==> config.mk <==
export PLATFORM = sky130hd
export DESIGN_NAME = sm_top
export DESIGN_NICKNAME = d
export VERILOG_FILES = /design/src/design/sm_data_pkg.sv /design/src/design/sm_isa_pkg.sv /design/src/design/osr_ctrl_if.sv /design/src/design/osr_unit.sv /design/src/design/scratch_regs.sv /design/src/design/sm_sequencer.sv /design/src/design/sm_top.sv /design/src/design/tx_fifo.sv
export VERILOG_INCLUDE_DIRS = /design/src /design/src/include
export SDC_FILE = /design/constraint.sdc
export NUM_CORES = 1
export LEC_CHECK = 0
export ABC_AREA = 1
export BUFFER_PORTS_ARGS = -buffer_cell sky130_fd_sc_hd__buf_2
export CORE_UTILIZATION = 50
export DETAILED_ROUTE_END_ITERATION = 10
export PLACE_DENSITY = 0.67
export SYNTH_ARGS = -nofsm -noshare
export SYNTH_HDL_FRONTEND = slang
export SYNTH_SLANG_ARGS = --single-unit
==> constraint.sdc <==
create_clock -name clk -period 4.66 [get_ports clk]
set_input_delay 0.699 -clock clk [delete_from_list [all_inputs] [get_ports clk]]
set_output_delay 0.699 -clock clk [all_outputs]
set_load 0.05 [all_outputs]
==> src/include/sm_consts.svh <==
`ifndef SM_CONSTS_SVH
`define SM_CONSTS_SVH

// Datapath widths
`define SM_WORD_W      32
`define SM_PC_W        5

// Transmit FIFO entries
`define SM_FIFO_DEPTH  4

// Instruction fields
`define SM_OP_MSB      15
`define SM_OP_LSB      13
`define SM_DST_MSB     7
`define SM_DST_LSB     5
`define SM_OPND_MSB    4
`define SM_OPND_LSB    0

`endif

==> src/design/sm_data_pkg.sv <==
`default_nettype none

`include "sm_consts.svh"

package sm_data_pkg;

    typedef logic [`SM_WORD_W-1:0] word_t;

    // Needs to hold 0 through a full word
    typedef logic [$clog2(`SM_WORD_W+1)-1:0] shcnt_t;

    typedef logic [`SM_PC_W-1:0] pc_t;

endpackage

`default_nettype wire

==> src/design/sm_isa_pkg.sv <==
`default_nettype none

`include "sm_consts.svh"

package sm_isa_pkg;

    typedef enum logic [`SM_OP_MSB-`SM_OP_LSB:0] {
        OP_JMP       = 3'd0,
        OP_WAIT      = 3'd1,
        OP_IN        = 3'd2,
        OP_OUT       = 3'd3,
        OP_PUSH_PULL = 3'd4,
        OP_MOV       = 3'd5,
        OP_IRQ       = 3'd6,
        OP_SET       = 3'd7
    } opcode_e;

    typedef enum logic [`SM_DST_MSB-`SM_DST_LSB:0] {
        COND_ALWAYS        = 3'd0,
        COND_X_ZERO        = 3'd1,
        COND_X_DEC         = 3'd2,
        COND_Y_ZERO        = 3'd3,
        COND_Y_DEC         = 3'd4,
        COND_X_NE_Y        = 3'd5,
        COND_PIN           = 3'd6,
        COND_OSR_NOT_EMPTY = 3'd7
    } jmp_cond_e;

    // Shared by MOV destination and source fields
    typedef enum logic [`SM_DST_MSB-`SM_DST_LSB:0] {
        MOV_PINS = 3'd0,
        MOV_X    = 3'd1,
        MOV_Y    = 3'd2,
        MOV_NULL = 3'd3,
        MOV_EXEC = 3'd4,
        MOV_PC   = 3'd5,
        MOV_ISR  = 3'd6,
        MOV_OSR  = 3'd7
    } mov_opnd_e;

    typedef enum logic [`SM_DST_MSB-`SM_DST_LSB:0] {
        OUT_X    = 3'd1,
        OUT_Y    = 3'd2,
        OUT_NULL = 3'd3
    } out_dest_e;

    // Delay field sits between the opcode and the destination
    typedef struct packed {
        opcode_e                             op;
        logic [`SM_OP_LSB-`SM_DST_MSB-2:0]   delay;
        logic [`SM_DST_MSB-`SM_DST_LSB:0]    dst;
        logic [`SM_OPND_MSB-`SM_OPND_LSB:0]  operand;
    } instr_t;

endpackage

`default_nettype wire

==> src/design/osr_ctrl_if.sv <==
`timescale 1ns/10ps
`default_nettype none

interface osr_ctrl_if;
    import sm_data_pkg::*;

    // Sequencer side
    logic   load;
    word_t  load_data;
    logic   shift_en;
    shcnt_t shift_count;

    // Shift unit side
    word_t  shift_out;
    logic   empty;
    word_t  osr_value;

    modport seq (
        output load, load_data, shift_en, shift_count,
        input  shift_out, empty, osr_value
    );

    modport shifter (
        input  load, load_data, shift_en, shift_count,
        output shift_out, empty, osr_value
    );

endinterface

`default_nettype wire

==> src/design/osr_unit.sv <==
`timescale 1ns/10ps
`default_nettype none

`include "sm_consts.svh"

module osr_unit (
    input  logic        clk,
    input  logic        rst,
    input  logic        shift_dir,
    osr_ctrl_if.shifter ctrl
);
    import sm_data_pkg::*;

    word_t                   osr;
    shcnt_t                  shift_cnt;
    word_t                   shifted;
    logic [$bits(shcnt_t):0] cnt_sum;

    assign ctrl.osr_value = osr;
    assign ctrl.empty     = (shift_cnt == shcnt_t'(`SM_WORD_W));

    // Outgoing field is always right-aligned and zero-extended
    always_comb begin
        if (shift_dir) begin
            // Right shift, low bits leave first
            ctrl.shift_out = osr & ~(word_t'('1) << ctrl.shift_count);
            shifted        = osr >> ctrl.shift_count;
        end else begin
            // Left shift, high bits leave first
            ctrl.shift_out = osr >> (shcnt_t'(`SM_WORD_W) - ctrl.shift_count);
            shifted        = osr << ctrl.shift_count;
        end
    end

    // One bit wider than the counter so the sum cannot wrap
    assign cnt_sum = shift_cnt + ctrl.shift_count;

    always_ff @(posedge clk or posedge rst) begin
        if (rst) begin
            osr       <= '0;
            shift_cnt <= shcnt_t'(`SM_WORD_W);
        end else if (ctrl.load) begin
            osr       <= ctrl.load_data;
            shift_cnt <= '0;
        end else if (ctrl.shift_en) begin
            osr <= shifted;
            // Saturate at a full word, which reads as empty
            if (cnt_sum >= `SM_WORD_W) begin
                shift_cnt <= shcnt_t'(`SM_WORD_W);
            end else begin
                shift_cnt <= cnt_sum[$bits(shcnt_t)-1:0];
            end
        end
    end

endmodule

`default_nettype wire

==> src/design/scratch_regs.sv <==
`timescale 1ns/10ps
`default_nettype none

module scratch_regs (
    input  logic               clk,
    input  logic               rst,
    input  logic               wr_x,
    input  logic               wr_y,
    input  sm_data_pkg::word_t wr_value,
    input  logic               dec_x,
    input  logic               dec_y,
    output sm_data_pkg::word_t x,
    output sm_data_pkg::word_t y,
    output logic               x_zero,
    output logic               y_zero,
    output logic               x_ne_y
);

    // A write wins over a decrement
    always_ff @(posedge clk or posedge rst) begin
        if (rst) begin
            x <= '0;
            y <= '0;
        end else begin
            if (wr_x) begin
                x <= wr_value;
            end else if (dec_x) begin
                // Wraps from zero to all ones
                x <= x - 1'b1;
            end

            if (wr_y) begin
                y <= wr_value;
            end else if (dec_y) begin
                y <= y - 1'b1;
            end
        end
    end

    // Jump condition flags, taken from the pre-decrement values
    assign x_zero = (x == '0);
    assign y_zero = (y == '0);
    assign x_ne_y = (x != y);

endmodule

`default_nettype wire

==> src/design/sm_sequencer.sv <==
`timescale 1ns/10ps
`default_nettype none

`include "sm_consts.svh"

module sm_sequencer (
    input  logic               clk,
    input  logic               rst,
    input  sm_isa_pkg::instr_t instruction,
    output sm_data_pkg::pc_t   pc,
    output logic               fifo_pop,
    input  sm_data_pkg::word_t fifo_head,
    input  logic               fifo_not_empty,
    output logic               wr_x,
    output logic               wr_y,
    output sm_data_pkg::word_t wr_value,
    output logic               dec_x,
    output logic               dec_y,
    input  sm_data_pkg::word_t x,
    input  sm_data_pkg::word_t y,
    input  logic               x_zero,
    input  logic               y_zero,
    input  logic               x_ne_y,
    osr_ctrl_if.seq            osr,
    output sm_data_pkg::word_t rx_data,
    output logic               rx_valid,
    input  logic               rx_ready
);
    import sm_isa_pkg::*;
    import sm_data_pkg::*;

    opcode_e   op;
    jmp_cond_e cond;
    out_dest_e out_dst;
    mov_opnd_e mov_dst;
    mov_opnd_e mov_src;
    logic      pull_sel;
    logic      block;
    shcnt_t    out_count;
    logic      src_ok;
    word_t     src_value;
    logic      stall;
    logic      take_jump;
    pc_t       pc_next;

    // Field decode
    assign op       = instruction.op;
    assign cond     = jmp_cond_e'(instruction.dst);
    assign out_dst  = out_dest_e'(instruction.dst);
    assign mov_dst  = mov_opnd_e'(instruction.dst);
    assign mov_src  = mov_opnd_e'(instruction.operand[2:0]);
    assign pull_sel = instruction.dst[2];
    assign block    = instruction.dst[0];

    // OUT count of 0 means a full word
    assign out_count = (instruction.operand == '0) ? shcnt_t'(`SM_WORD_W)
                                                   : shcnt_t'(instruction.operand);

    // PUSH always offers X
    assign rx_data = x;

    // MOV source select, unsupported sources leave src_ok low
    always_comb begin
        src_ok    = 1'b1;
        src_value = '0;
        case (mov_src)
            MOV_X:    src_value = x;
            MOV_Y:    src_value = y;
            MOV_NULL: src_value = '0;
            MOV_OSR:  src_value = osr.osr_value;
            default:  src_ok = 1'b0;
        endcase
    end

    always_comb begin
        stall           = 1'b0;
        take_jump       = 1'b0;
        fifo_pop        = 1'b0;
        wr_x            = 1'b0;
        wr_y            = 1'b0;
        wr_value        = '0;
        dec_x           = 1'b0;
        dec_y           = 1'b0;
        rx_valid        = 1'b0;
        osr.load        = 1'b0;
        osr.load_data   = '0;
        osr.shift_en    = 1'b0;
        osr.shift_count = out_count;

        case (op)
            OP_JMP: begin
                case (cond)
                    COND_ALWAYS:        take_jump = 1'b1;
                    COND_X_ZERO:        take_jump = x_zero;
                    COND_X_DEC: begin
                        take_jump = !x_zero;
                        dec_x     = 1'b1;
                    end
                    COND_Y_ZERO:        take_jump = y_zero;
                    COND_Y_DEC: begin
                        take_jump = !y_zero;
                        dec_y     = 1'b1;
                    end
                    COND_X_NE_Y:        take_jump = x_ne_y;
                    COND_OSR_NOT_EMPTY: take_jump = !osr.empty;
                    default:            take_jump = 1'b0;
                endcase
            end
            OP_OUT: begin
                case (out_dst)
                    OUT_X: begin
                        osr.shift_en = 1'b1;
                        wr_x         = 1'b1;
                        wr_value     = osr.shift_out;
                    end
                    OUT_Y: begin
                        osr.shift_en = 1'b1;
                        wr_y         = 1'b1;
                        wr_value     = osr.shift_out;
                    end
                    OUT_NULL: osr.shift_en = 1'b1;
                    default: ;
                endcase
            end
            OP_PUSH_PULL: begin
                if (pull_sel) begin
                    if (fifo_not_empty) begin
                        fifo_pop      = 1'b1;
                        osr.load      = 1'b1;
                        osr.load_data = fifo_head;
                    end else if (block) begin
                        stall = 1'b1;
                    end else begin
                        // Empty FIFO without block copies X
                        osr.load      = 1'b1;
                        osr.load_data = x;
                    end
                end else begin
                    rx_valid = 1'b1;
                    // Non-blocking push just drops the value
                    stall    = block && !rx_ready;
                end
            end
            OP_MOV: begin
                case (mov_dst)
                    MOV_X: begin
                        wr_x     = src_ok;
                        wr_value = src_value;
                    end
                    MOV_Y: begin
                        wr_y     = src_ok;
                        wr_value = src_value;
                    end
                    MOV_OSR: begin
                        osr.load      = src_ok;
                        osr.load_data = src_value;
                    end
                    default: ;
                endcase
            end
            OP_SET: begin
                wr_value = word_t'(instruction.operand);
                case (mov_dst)
                    MOV_X:   wr_x = 1'b1;
                    MOV_Y:   wr_y = 1'b1;
                    default: ;
                endcase
            end
            // WAIT, IN and IRQ fall through as no-ops
            default: ;
        endcase
    end

    always_comb begin
        if (stall) begin
            pc_next = pc;
        end else if (take_jump) begin
            pc_next = pc_t'(instruction.operand);
        end else begin
            pc_next = pc + 1'b1;
        end
    end

    always_ff @(posedge clk or posedge rst) begin
        if (rst) begin
            pc <= '0;
        end else begin
            pc <= pc_next;
        end
    end

endmodule

`default_nettype wire

==> src/design/sm_top.sv <==
`timescale 1ns/10ps
`default_nettype none

`include "sm_consts.svh"

module sm_top (
    input  logic               clk,
    input  logic               rst,
    input  sm_isa_pkg::instr_t instruction,
    output sm_data_pkg::pc_t   pc,
    input  logic               shift_dir,
    input  sm_data_pkg::word_t tx_data,
    input  logic               tx_valid,
    output logic               tx_ready,
    output sm_data_pkg::word_t rx_data,
    output logic               rx_valid,
    input  logic               rx_ready
);
    import sm_data_pkg::*;

    logic  fifo_pop;
    word_t fifo_head;
    logic  fifo_not_empty;
    logic  wr_x;
    logic  wr_y;
    word_t wr_value;
    logic  dec_x;
    logic  dec_y;
    word_t x;
    word_t y;
    logic  x_zero;
    logic  y_zero;
    logic  x_ne_y;

    osr_ctrl_if osr_if ();

    tx_fifo #(
        .DEPTH(`SM_FIFO_DEPTH)
    ) u_tx_fifo (
        .clk      (clk),
        .rst      (rst),
        .wr_data  (tx_data),
        .wr_valid (tx_valid),
        .wr_ready (tx_ready),
        .pop      (fifo_pop),
        .head     (fifo_head),
        .not_empty(fifo_not_empty)
    );

    scratch_regs u_scratch (
        .clk     (clk),
        .rst     (rst),
        .wr_x    (wr_x),
        .wr_y    (wr_y),
        .wr_value(wr_value),
        .dec_x   (dec_x),
        .dec_y   (dec_y),
        .x       (x),
        .y       (y),
        .x_zero  (x_zero),
        .y_zero  (y_zero),
        .x_ne_y  (x_ne_y)
    );

    osr_unit u_osr (
        .clk      (clk),
        .rst      (rst),
        .shift_dir(shift_dir),
        .ctrl     (osr_if.shifter)
    );

    sm_sequencer u_seq (
        .clk           (clk),
        .rst           (rst),
        .instruction   (instruction),
        .pc            (pc),
        .fifo_pop      (fifo_pop),
        .fifo_head     (fifo_head),
        .fifo_not_empty(fifo_not_empty),
        .wr_x          (wr_x),
        .wr_y          (wr_y),
        .wr_value      (wr_value),
        .dec_x         (dec_x),
        .dec_y         (dec_y),
        .x             (x),
        .y             (y),
        .x_zero        (x_zero),
        .y_zero        (y_zero),
        .x_ne_y        (x_ne_y),
        .osr           (osr_if.seq),
        .rx_data       (rx_data),
        .rx_valid      (rx_valid),
        .rx_ready      (rx_ready)
    );

endmodule

`default_nettype wire

==> src/design/tx_fifo.sv <==
`timescale 1ns/10ps
`default_nettype none

`include "sm_consts.svh"

module tx_fifo #(
    parameter int DEPTH = `SM_FIFO_DEPTH
) (
    input  logic               clk,
    input  logic               rst,
    input  sm_data_pkg::word_t wr_data,
    input  logic               wr_valid,
    output logic               wr_ready,
    input  logic               pop,
    output sm_data_pkg::word_t head,
    output logic               not_empty
);
    import sm_data_pkg::*;

    localparam int PTR_W = (DEPTH > 1) ? $clog2(DEPTH) : 1;
    localparam int CNT_W = $clog2(DEPTH + 1);

    word_t            mem [DEPTH];
    logic [PTR_W-1:0] wr_ptr;
    logic [PTR_W-1:0] rd_ptr;
    logic [CNT_W-1:0] count;
    logic             push;
    logic             do_pop;

    // Wraps at DEPTH, so any depth works
    function automatic logic [PTR_W-1:0] next_ptr(input logic [PTR_W-1:0] p);
        return (p == PTR_W'(DEPTH - 1)) ? '0 : p + 1'b1;
    endfunction

    assign wr_ready  = (count != CNT_W'(DEPTH));
    assign not_empty = (count != '0);
    assign push      = wr_valid && wr_ready;
    // Pop on empty is ignored
    assign do_pop    = pop && not_empty;
    assign head      = mem[rd_ptr];

    always_ff @(posedge clk) begin
        if (push) begin
            mem[wr_ptr] <= wr_data;
        end
    end

    always_ff @(posedge clk or posedge rst) begin
        if (rst) begin
            wr_ptr <= '0;
            rd_ptr <= '0;
            count  <= '0;
        end else begin
            if (push) begin
                wr_ptr <= next_ptr(wr_ptr);
            end
            if (do_pop) begin
                rd_ptr <= next_ptr(rd_ptr);
            end
            case ({push, do_pop})
                2'b10:   count <= count + 1'b1;
                2'b01:   count <= count - 1'b1;
                default: count <= count;
            endcase
        end
    end

endmodule

`default_nettype wire

==> summary.txt <==
Logic synthesis
  – Count leader, synth: nand2_1
  – YS warnings: 0
  – Most used DFF post-synth: edfxtp_1
  – Avg Cell Area, Syn: 6.65 sq um
  – Post-Synthesis Cells: 2815
  – Flops & latches, synth: 242
  – Post-synth EDFFs: 128
  – Area share of the largest cell type after synthesis: 0.205
  – Netlist cell types: 59
  – Synth top cells by count: nand2_1 (867), nor2_1 (345), o21ai_0 (266)
  – Synth area leaders: edfxtp_1 (21%), nand2_1 (17%), dfrtp_1 (15%)
  – Yosys top cell by area: edfxtp_1
  – Cell Area, Synth: 0.0187 sq mm
  – Net Count, Synth: 2886
  – Post-synth ARST share: 0.471
  – Seq/Total Area, Yosys: 0.358

Drt
  – DR iter-0 viols: 2965
  – Number of detailed-route iterations in the first pass: 6
  – DRC: 0
  – DR WL/cell: 25.3 um
  – Final Routed Wirelength: 83.9 mm
  – DRT antenna net count: 0
  – DR vias/cell: 6.41
  – DR vias: 21200

Power and ir drop
  – Leak: 0.00882 uW
  – Peak supply drop: 0.000517 V
  – PD cells: 497 mW/mm^2

Global routing
  – Initial antenna violation count: 3
  – Total GRT Usage: 0.434
  – GR Overflow Total: 0
  – Largest net degree at the start of global routing: 70
  – First-pass GRT wire length: 122 mm
  – Vias in the first global route: 19000

STA
  – Setup violations, final: 0
  – Worst slew pin tran: 1220 ps
  – Final hold vios: 0
  – Final Critical Period: 3230 ps
  – Final worst-path cycle share: 0.693
  – Fin. max-slew vios: 0
  – Fmax: 0.310 GHz
  – Total negative setup slack: 0 ps
  – Clock skew: 23.6 ps
  – RSZ-0062 raised after global routing: false
  – Rel. slew slack: 0.176
  – Final WS setup: 1430 ps

Clocking
  – Post-CTS setup buffer count: 0
  – CTS Buf Count: 28
  – Post_cts resized: 0
  – Cts hold-fix bufs: 0
  – CTS Buffer Depth: 3
  – Clk_lat worst skew: 590 ps
  – Clock sinks: 242
  – Clock root cell: clkbuf_16
  – Clk pin slew, worst setup/hold paths: 60 ps
  – TritonCTS clock tree: done
  – H-tree levels: 1

Critical path
  – Worst R2R Start: u_tx_fifo.rd_ptr[0]$_DFFE_PP0P_
  – Critical Path Slowest Stage Cell: clkinv_1
  – CP Max Fanout: 46
  – CP bufs+invs: 3
  – CP Launch Type: flip-flop
  – Crit path kind: flip-flop to flip-flop
  – Critical Path AT: 3710 ps
  – Crit-path leading delay family: buffers and inverters
  – R2r setup slk: 1430 ps
  – Largest stage delay on the critical path: 930 ps
  – R2r worst-path depth: 10
  – Worst R2R End: u_osr.ctrl.osr_value[28]$_DFFE_PP0P_
  – Kind of end point of the critical path: flip-flop
  – CP Cell Sequence: clkinv_1, buf_4, o21ai_0, o22ai_1, nand2_1, nand3_1, a21oi_1, a21oi_1, nand2_1, inv_1
  – CP required: 5140 ps

Placement
  – Final HPWL DP: 63.4 mm
  – Routability congestion estimate: 1.13
  – Placement Setup Slack: 1090 ps
  – IO buf count: 86

Outcome
  – Status: completed

Floorplanning
  – Row cnt: 70
  – # IOs: 92
  – Die Width: 196 um
  – Die Ht: 196 um
  – Die area: 0.0382 sq mm
  – Initial Util: 0.510
  – Core area: 0.0367 sq mm

Final layout
  – Layout cells sized above 1: 0.0827
  – P&R area growth vs syn: 9.04%
  – Layout fillers: 3600
  – Final Net Count: 2890

Worst hold path
  – Hold crit path type: input pin to asynchronous set/reset pin

Job
  – Maxcap violations: 0
[cell families (layout without fill, tap and decap cells)]
| kind of cell | after synthesis | in the layout | synth area share |
|---|---|---|---|
| other cells | 0 | 1 | 0 |
| mux | 6 | 6 | 0.00321 |
| buf+inv | 373 | 399 | 0.0820 |
| xor+xnor | 54 | 54 | 0.0252 |
| simple gates | 1535 | 1535 | 0.337 |
| fa+ha+maj | 18 | 18 | 0.0124 |
| compound gates | 587 | 587 | 0.183 |
| flops | 242 | 242 | 0.358 |
[power breakdown]
part           internal, uW  switching [uW]
clock network          1390             969
logic                  1170            3220
registers              2800             616
total                  5350            4800
[state kept, by name, summed over array words and instances, names as in the netlist]
signal                flops
u_tx_fifo.mem           128
u_scratch.x              32
u_tx_fifo.count           3
u_tx_fifo.wr_ptr          2
u_osr.ctrl.osr_value     32
u_seq.pc                  5
u_scratch.y              32
u_tx_fifo.rd_ptr          2
u_osr.shift_cnt           6
[cell type report]
class                   instances  area [sq um]  share of cell area
diodes                          1          2.50            0.000123
well taps                     468           586              0.0287
repair buffers                134           816              0.0399
inverters                     213           805              0.0394
flip-flops and latches        242          6700               0.328
clock buffers                  35           757              0.0371
clock inverters                17           226              0.0111
multi-input cells            2200         10500               0.516
[routing by layer]
| metal | vias to the layer above | GRT usage | routed length [um] |
|---|---|---|---|
| met2 | 1474 | 0.646 | 35600 |
| met4 | 2 | 0.207 | 4680 |
| li1 | 9495 | - | - |
| met1 | 9981 | 0.587 | 32900 |
| met5 | - | 0 | 13 |
| met3 | 253 | 0.111 | 10700 |
[metrics by stage]
step            util  hold WS, ps  total power (uW)  area, sq um  instances
2_1_floorplan      -          446              6100        18700       2815
3_3_place_gp   0.530          465              7510        19400       3257
3_5_place_dp   0.530          475              7630        19400       3257
4_1_cts        0.556          238              9980        20400       3309
5_1_grt        0.556          272             10600        20400       3309
6_report       0.557          235             10200        20400       3310
[how the worst max path moves through the flow]
stage	startpoint	cells past startpoint	slack (ps)	endpoint
final	u_tx_fifo.rd_ptr[0]$_DFFE_PP0P_	10	1430	u_osr.ctrl.osr_value[28]$_DFFE_PP0P_
after global routing	u_tx_fifo.rd_ptr[0]$_DFFE_PP0P_	10	1300	u_osr.ctrl.osr_value[28]$_DFFE_PP0P_
after CTS	u_tx_fifo.rd_ptr[0]$_DFFE_PP0P_	10	1550	u_osr.ctrl.osr_value[28]$_DFFE_PP0P_
after detailed placement	instruction[0]	13	1090	u_scratch.y[3]$_DFFE_PP0P_
after global placement	instruction[0]	11	1110	u_osr.ctrl.osr_value[9]$_DFFE_PP0P_
after floorplan	rst	1	950	u_osr.ctrl.osr_value[0]$_DFFE_PP0P_
[cell usage in the layout (no fill, tap or decap), drive strengths merged, types with 2 or more instances in the layout]
cell type and count:
clkbuf 35, buf 134, clkinvlp 2, a31oi 13
o211ai 34, a22oi 6, nand2 873, bufinv 4
o21a 4, dfrtp 113, mux2i 6, nor3 18
o31ai 8, clkinv 13, a21boi 3, a21oi 100
o21bai 6, o22ai 62, a221oi 14, inv 211
o2111ai 9, nor2 360, nand3 224, ha 17
nand4 38, xnor2 23, edfxtp 128, nor4 7
and2 3, xor2 31, or2 11, a211oi 4
o21ai 292, o221ai 26
Power figures use the tool's default switching activity.
